<file path="src/hw/arb_consts.svh">
`ifndef ARB_CONSTS_SVH
`define ARB_CONSTS_SVH

// Client count, fixed by the two-bit port tag in the ID
`define ARB_NUM_PORTS 4

// Memory-side ID, top bits carry the port number
`define ARB_ID_W      8
`define ARB_TAG_W     2
`define ARB_UID_W     (`ARB_ID_W - `ARB_TAG_W)  // Client-side ID

// Read request payload
`define ARB_ADDR_W    33                        // Burst address
`define ARB_LEN_W     8                         // Burst length in beats

// Read data beat
`define ARB_DATA_W    256

`endif
</file>
<file path="src/hw/arb_pkg.sv">
`include "arb_consts.svh"

package arb_pkg;

    // Port number, also the tag in the top ID bits
    typedef logic [`ARB_TAG_W-1:0] port_idx_t;

    // One read-address request, id is the full memory-side width
    typedef struct packed {
        logic [`ARB_ID_W-1:0]   id;     // Tag in top bits on the memory side
        logic [`ARB_ADDR_W-1:0] addr;   // Burst start address
        logic [`ARB_LEN_W-1:0]  len;    // Beats in burst
    } ar_req_t;

endpackage

</file>
<file path="src/hw/grant_if.sv">
`timescale 1ns/1ns
`include "arb_consts.svh"

// Link between the address FSM and the round-robin selector
interface grant_if import arb_pkg::*; ();

    logic [`ARB_NUM_PORTS-1:0] req;         // Pending client requests
    logic [`ARB_NUM_PORTS-1:0] active;      // Ports taking part in rotation
    port_idx_t                 gnt;         // Selected port
    logic                      advance;     // Request accepted, rotate pointer
    logic                      any_req;     // Some client is waiting

    modport arbiter (
        output req,
        output active,
        output advance,
        input  gnt,
        input  any_req
    );

    modport selector (
        input  req,
        input  active,
        input  advance,
        output gnt,
        output any_req
    );

endinterface

</file>
<file path="src/hw/arb_top.sv">
`timescale 1ns/1ns
`include "arb_consts.svh"

module arb_top import arb_pkg::*; (
    input  logic                      clk,
    input  logic                      rst,

    // Memory read address channel
    input  logic                      arready,
    output logic [`ARB_ID_W-1:0]      arid,
    output logic [`ARB_ADDR_W-1:0]    araddr,
    output logic [`ARB_LEN_W-1:0]     arlen,
    output logic                      arvalid,

    // Memory read data channel
    input  logic [`ARB_ID_W-1:0]      rid,
    input  logic                      rvalid,
    input  logic [`ARB_DATA_W-1:0]    rdata,
    output logic                      rready,

    input  logic [`ARB_NUM_PORTS-1:0] active_ports,  // Ports in the rotation

    // Reader clients
    input  logic [`ARB_UID_W-1:0]     rd_id [`ARB_NUM_PORTS],
    input  logic [`ARB_ADDR_W-1:0]    rd_addr [`ARB_NUM_PORTS],
    input  logic [`ARB_LEN_W-1:0]     rd_len [`ARB_NUM_PORTS],    // Beats
    input  logic [`ARB_NUM_PORTS-1:0] rd_info_valid,
    output logic [`ARB_NUM_PORTS-1:0] rd_info_rdy,
    output logic [`ARB_DATA_W-1:0]    rd_data [`ARB_NUM_PORTS],
    output logic [`ARB_NUM_PORTS-1:0] rd_data_valid,
    input  logic [`ARB_NUM_PORTS-1:0] rd_data_rdy
);

    ar_req_t rd_req [`ARB_NUM_PORTS];       // Client fields packed per port
    ar_req_t ar;                            // Request toward memory

    grant_if g_if ();

    for (genvar i = 0; i < `ARB_NUM_PORTS; i++) begin : g_port
        assign rd_req[i] = {{`ARB_TAG_W{1'b0}}, rd_id[i], rd_addr[i], rd_len[i]};
        assign rd_data[i] = rdata;          // Data bus shared by all clients
    end

    assign arid   = ar.id;
    assign araddr = ar.addr;
    assign arlen  = ar.len;

    rr_select u_rr_select (
        .clk (clk),
        .rst (rst),
        .g   (g_if.selector)
    );

    ar_arbiter u_ar_arbiter (
        .clk          (clk),
        .rst          (rst),
        .rd_valid     (rd_info_valid),
        .rd_req       (rd_req),
        .active_ports (active_ports),
        .arready      (arready),
        .ar           (ar),
        .arvalid      (arvalid),
        .rd_info_rdy  (rd_info_rdy),
        .g            (g_if.arbiter)
    );

    // Data path has no state, fully independent of the address side
    r_router u_r_router (
        .rid           (rid),
        .rvalid        (rvalid),
        .rready        (rready),
        .rd_data_rdy   (rd_data_rdy),
        .rd_data_valid (rd_data_valid)
    );

endmodule

</file>
<file path="src/hw/r_router.sv">
`timescale 1ns/1ns
`include "arb_consts.svh"

module r_router import arb_pkg::*; (
    input  logic [`ARB_ID_W-1:0]      rid,
    input  logic                      rvalid,
    output logic                      rready,
    input  logic [`ARB_NUM_PORTS-1:0] rd_data_rdy,
    output logic [`ARB_NUM_PORTS-1:0] rd_data_valid
);

    port_idx_t tag;                         // Owner of the returning beat

    assign tag = rid[`ARB_ID_W-1 -: `ARB_TAG_W];

    // Valid only to the tagged client
    always_comb begin
        for (int i = 0; i < `ARB_NUM_PORTS; i++) begin
            rd_data_valid[i] = rvalid && (tag == port_idx_t'(i));
        end
    end

    assign rready = rd_data_rdy[tag];       // Back-pressure from owner only

    // At most one client may see a beat
    always_comb begin
        a_valid_onehot0 : assert ($onehot0(rd_data_valid))
            else $error("r_router: beat steered to several clients (%b)", rd_data_valid);
    end

endmodule

</file>
<file path="src/hw/ar_arbiter.sv">
`timescale 1ns/1ns
`include "arb_consts.svh"

module ar_arbiter import arb_pkg::*; (
    input  logic                      clk,
    input  logic                      rst,
    input  logic [`ARB_NUM_PORTS-1:0] rd_valid,      // Client request valid
    input  ar_req_t                   rd_req [`ARB_NUM_PORTS],  // Top ID bits zero
    input  logic [`ARB_NUM_PORTS-1:0] active_ports,
    input  logic                      arready,
    output ar_req_t                   ar,
    output logic                      arvalid,
    output logic [`ARB_NUM_PORTS-1:0] rd_info_rdy,   // Acknowledge to clients
    grant_if.arbiter                  g
);

    typedef enum logic {
        IDLE,
        CONNECT
    } state_t;

    state_t    state;
    state_t    state_next;
    port_idx_t cur_port;                    // Grant locked for the whole CONNECT
    logic      accept;                      // Address handshake this cycle

    assign g.req     = rd_valid;
    assign g.active  = active_ports;
    assign accept    = (state == CONNECT) && arready;
    assign g.advance = accept;              // Rotate only on acceptance

    always_ff @(posedge clk) begin
        if (rst) begin
            state    <= IDLE;
            cur_port <= '0;
        end else begin
            state <= state_next;
            if (state == IDLE && g.any_req) begin
                cur_port <= g.gnt;          // Hold choice while memory stalls
            end
        end
    end

    always_comb begin
        state_next = state;
        case (state)
            IDLE: begin
                if (g.any_req) begin
                    state_next = CONNECT;
                end
            end
            CONNECT: begin
                if (arready) begin
                    state_next = IDLE;      // One idle cycle between grants
                end
            end
            default: begin
                state_next = IDLE;
            end
        endcase
    end

    // Request mux, tag insert and acknowledge steering
    always_comb begin
        ar          = '0;                   // Bus quiet while idle
        arvalid     = 1'b0;
        rd_info_rdy = '0;
        if (state == CONNECT) begin
            ar         = rd_req[cur_port];
            ar.id[`ARB_ID_W-1 -: `ARB_TAG_W] = cur_port;  // Port number rides in the ID
            arvalid    = 1'b1;
            rd_info_rdy[cur_port] = arready;
        end
    end

    // Stalled request must stay on the bus unchanged
    a_ar_hold : assert property (@(posedge clk) disable iff (rst)
        arvalid && !arready |=> arvalid && $stable(ar))
        else $error("ar_arbiter: request changed under back-pressure");

endmodule

</file>
<file path="src/hw/rr_select.sv">
`timescale 1ns/1ns
`include "arb_consts.svh"

module rr_select import arb_pkg::*; (
    input  logic      clk,
    input  logic      rst,
    grant_if.selector g
);

    logic [`ARB_NUM_PORTS-1:0] ptr;         // One-hot priority pointer
    logic [`ARB_NUM_PORTS-1:0] ptr_next;    // Pointer after rotation
    port_idx_t                 ptr_idx;     // Pointer as a port number

    // One-hot to index
    always_comb begin
        ptr_idx = '0;
        for (int i = 0; i < `ARB_NUM_PORTS; i++) begin
            if (ptr[i]) begin
                ptr_idx = port_idx_t'(i);
            end
        end
    end

    // First pending port at or above the pointer, wrapping around
    always_comb begin
        port_idx_t cand;
        logic      found;
        g.gnt = ptr_idx;                    // Nobody waiting, park on pointer
        found = 1'b0;
        for (int k = 0; k < `ARB_NUM_PORTS; k++) begin
            cand = ptr_idx + port_idx_t'(k);  // 2-bit add wraps by itself
            if (!found && g.req[cand]) begin
                g.gnt = cand;
                found = 1'b1;
            end
        end
    end

    assign g.any_req = |g.req;

    // Nearest active port after the pointer; scanned far to near so near wins
    always_comb begin
        logic [`ARB_NUM_PORTS-1:0] cand;
        ptr_next = ptr;                     // No active port ahead, stay
        for (int k = `ARB_NUM_PORTS - 1; k >= 1; k--) begin
            cand = (ptr << k) | (ptr >> (`ARB_NUM_PORTS - k));  // Rotate left by k
            if (|(cand & g.active)) begin
                ptr_next = cand;
            end
        end
    end

    always_ff @(posedge clk) begin
        if (rst) begin
            ptr <= {{(`ARB_NUM_PORTS-1){1'b0}}, 1'b1};  // Port 0 first
        end else if (g.advance) begin
            ptr <= ptr_next;
        end
    end

    // Rotation must never lose or duplicate the pointer bit
    a_ptr_onehot : assert property (@(posedge clk) disable iff (rst) $onehot(ptr))
        else $error("rr_select: priority pointer not one-hot (%b)", ptr);

endmodule

</file>
<file path="config.mk">
export PLATFORM = sky130hd
export DESIGN_NAME = arb_top
export DESIGN_NICKNAME = d
export VERILOG_FILES = /design/src/hw/arb_pkg.sv /design/src/hw/grant_if.sv /design/src/hw/arb_top.sv /design/src/hw/r_router.sv /design/src/hw/ar_arbiter.sv /design/src/hw/rr_select.sv
export VERILOG_INCLUDE_DIRS = /design/src /design/src/hw
export SDC_FILE = /design/constraint.sdc
export NUM_CORES = 1
export LEC_CHECK = 0
export BUFFER_PORTS_ARGS = -buffer_cell sky130_fd_sc_hd__buf_2
export CORE_AREA = 2 2 612 614
export CTS_BUF_LIST = sky130_fd_sc_hd__clkbuf_4
export DETAILED_ROUTE_END_ITERATION = 8
export DIE_AREA = 0 0 614 616
export SYNTH_ARGS = -nofsm -noshare
export SYNTH_HDL_FRONTEND = slang
export SYNTH_HIERARCHICAL = 1
export SYNTH_SLANG_ARGS = --single-unit
</file>
<file path="constraint.sdc">
create_clock -name clk -period 6.03 [get_ports clk]
set_input_delay 1.206 -clock clk [delete_from_list [all_inputs] [get_ports clk]]
set_output_delay 1.206 -clock clk [all_outputs]
set_load 0.05 [all_outputs]
</file>
==> out/results.ini <==
[status]
outcome=completed

[sta]
final.min_clock_period_ns=3.86
final.setup.tns_ns=0
worst_pin_slew_ns=0.978
setup-violations-final=0
clock_skew_ns=0.00498
max_freq_ghz=0.259
finalCritPeriodShare_pct=64.0
drv_slew=0
rsz0062_at_grt=no
finalHoldViolCount=0
maxSlewHeadroom_pct=34.8

[yosys]
synthCells=1309
syn_nets=1777
synth_area_um2=10200
syn_area_per_cell_um2=7.78
yosysWarnings=6

[clock_tree]
clock_sinks=7
cts_buffers=3
root_buffer=clkbuf_4
cts_resized=0
cts-hold-fix-buffers=0
cts_setup_buffers=0
insertion_delay_ns=0.25
htreeDepth=1
cts_tree=done
cts_buffer_depth=2
clk_pin_slew_ns=0.06

[setup_path]
r2r-start=u_rr_select/ptr[1]$_SDFFE_PP0P_
crit_arrival_ns=2.65
cp-startpoint=u_ar_arbiter/cur_port[1]$_SDFFE_PP0P_
start_kind=flip-flop
critPathKind=reg -> out
reg2reg_setup_slack_ns=3.74
critPathMaxFanout=24
cp_data_required_time_ns=4.82
endpoint_kind=output pin

[finish]
num-nets-final=993
area_growth_pct=-2.91
drive_above_1_share_pct=60.7
register_area_um2=144
fillers=44400
multi_input_area_um2=2060

[run]
maxCapViolCount=0

[floorplan]
die_x_um=614
dieArea_um2=378000
initial_core_util_pct=2.74
ios=1551
core_um2=371000
fp.dieH_um=616
rows=224

[power_and_ir_drop]
total_power_uw=703
combinationalPowerShare_pct=83.0
switching_share_pct=62.8
powerDensity_nw_per_um2=71.1
power.internal_uw=262
p_leak_uw=0.00182
p_clk_share_pct=6.8
p_sw_uw=441
ir_worst_vdd_v=0.0000427
p_seq_share_pct=10.2

[placed_design]
port_buffers=264
detailedPlacementHpwl_um=196000
place.gp.congestion=0.693

[route]
drc_errors=0
wl_um=218000
avgViaCountPerCell=1.04
vias=5714
detail-route-antenna-nets=0
routedWlPerCell_um=39.7
dr.pass1.iters=5
drtIter0Drc=539

[grt]
grt_overflow=0
antenna_found_initial=16
grt_pass1_wl_um=232000
grt_pass1_vias=4947
grt_use_total_pct=11.1
grt_max_degree=58

[hold_path]
hold_class=reg -> reg
min_from=u_ar_arbiter/state$_SDFF_PP0_

==> power by group through the flow <==
stage	registers, uW	logic [uW]	clock network (uW)
after floorplan	57.1	2200	0
after global placement	73.9	607	0
after detailed placement	74.3	609	0
after CTS	73.3	610	51.5
after global routing	74.1	624	54.8
final	71.4	584	47.9
==> metal layers <==
layer	vias to the layer above	track usage [%]	routed length, um
met3	204	22.1	92200
met2	1717	16.8	93700
li1	1596	-	-
met4	12	3.12	7200
met5	-	0.983	478
met1	2185	3.65	24900
==> worst max-delay path: stages, from the launching register on <==
cell and delay [ns]:
dfxtp_4 0.70, buf_4 0.53, mux2i_1 0.25, o22ai_2 0.19, buf_2 0.54
==> metrics by stage <==
step	cells	hold slack [ns]	area [um2]	util [%]	worst slack, ns
after floorplan	1309	0.533	10200	-	2.33
after global placement	5492	0.615	9840	2.65	2.21
after detailed placement	5492	0.613	9840	2.65	2.22
after CTS	5496	0.631	9870	2.66	2.00
after global routing	5499	0.674	9880	2.66	2.02
final	5503	0.625	9890	2.66	2.17
==> cells in the final DEF, fill, tap and decap left out, types with 6 or more instances in the layout <==
master and count:
buf_2 264, mux2i_1 96, o22ai_2 30, o22ai_1 17
nor2_1 10, o21ai_0 10, nand2_1 9, a21oi_1 8
diode_2 7, buf_4 6, inv_1 6, dfxtp_1 6
==> path summary, 6_finish.rpt <==
check	end	depth (start not counted)
setup / recovery	arid[4]	4
setup reg to reg	u_rr_select/ptr[2]$_SDFFE_PP0P_	5
hold reg to reg	u_ar_arbiter/state$_SDFF_PP0_	3
hold / removal	u_ar_arbiter/state$_SDFF_PP0_	3
==> area by class of cell <==
class | instances | area share [%]
well taps | 4972 | 62.9
multi-input cells | 235 | 20.9
diodes | 7 | 0.177
repair buffers | 271 | 14.0
inverters | 7 | 0.266
clock buffers | 4 | 0.304
flip-flops and latches | 7 | 1.46
==> flip-flops by register name, indices dropped and copies added (netlist names) <==
signal                 count
u_ar_arbiter/cur_port      2
u_ar_arbiter/state         1
u_rr_select/ptr            4
Power figures use the tool's default switching activity.
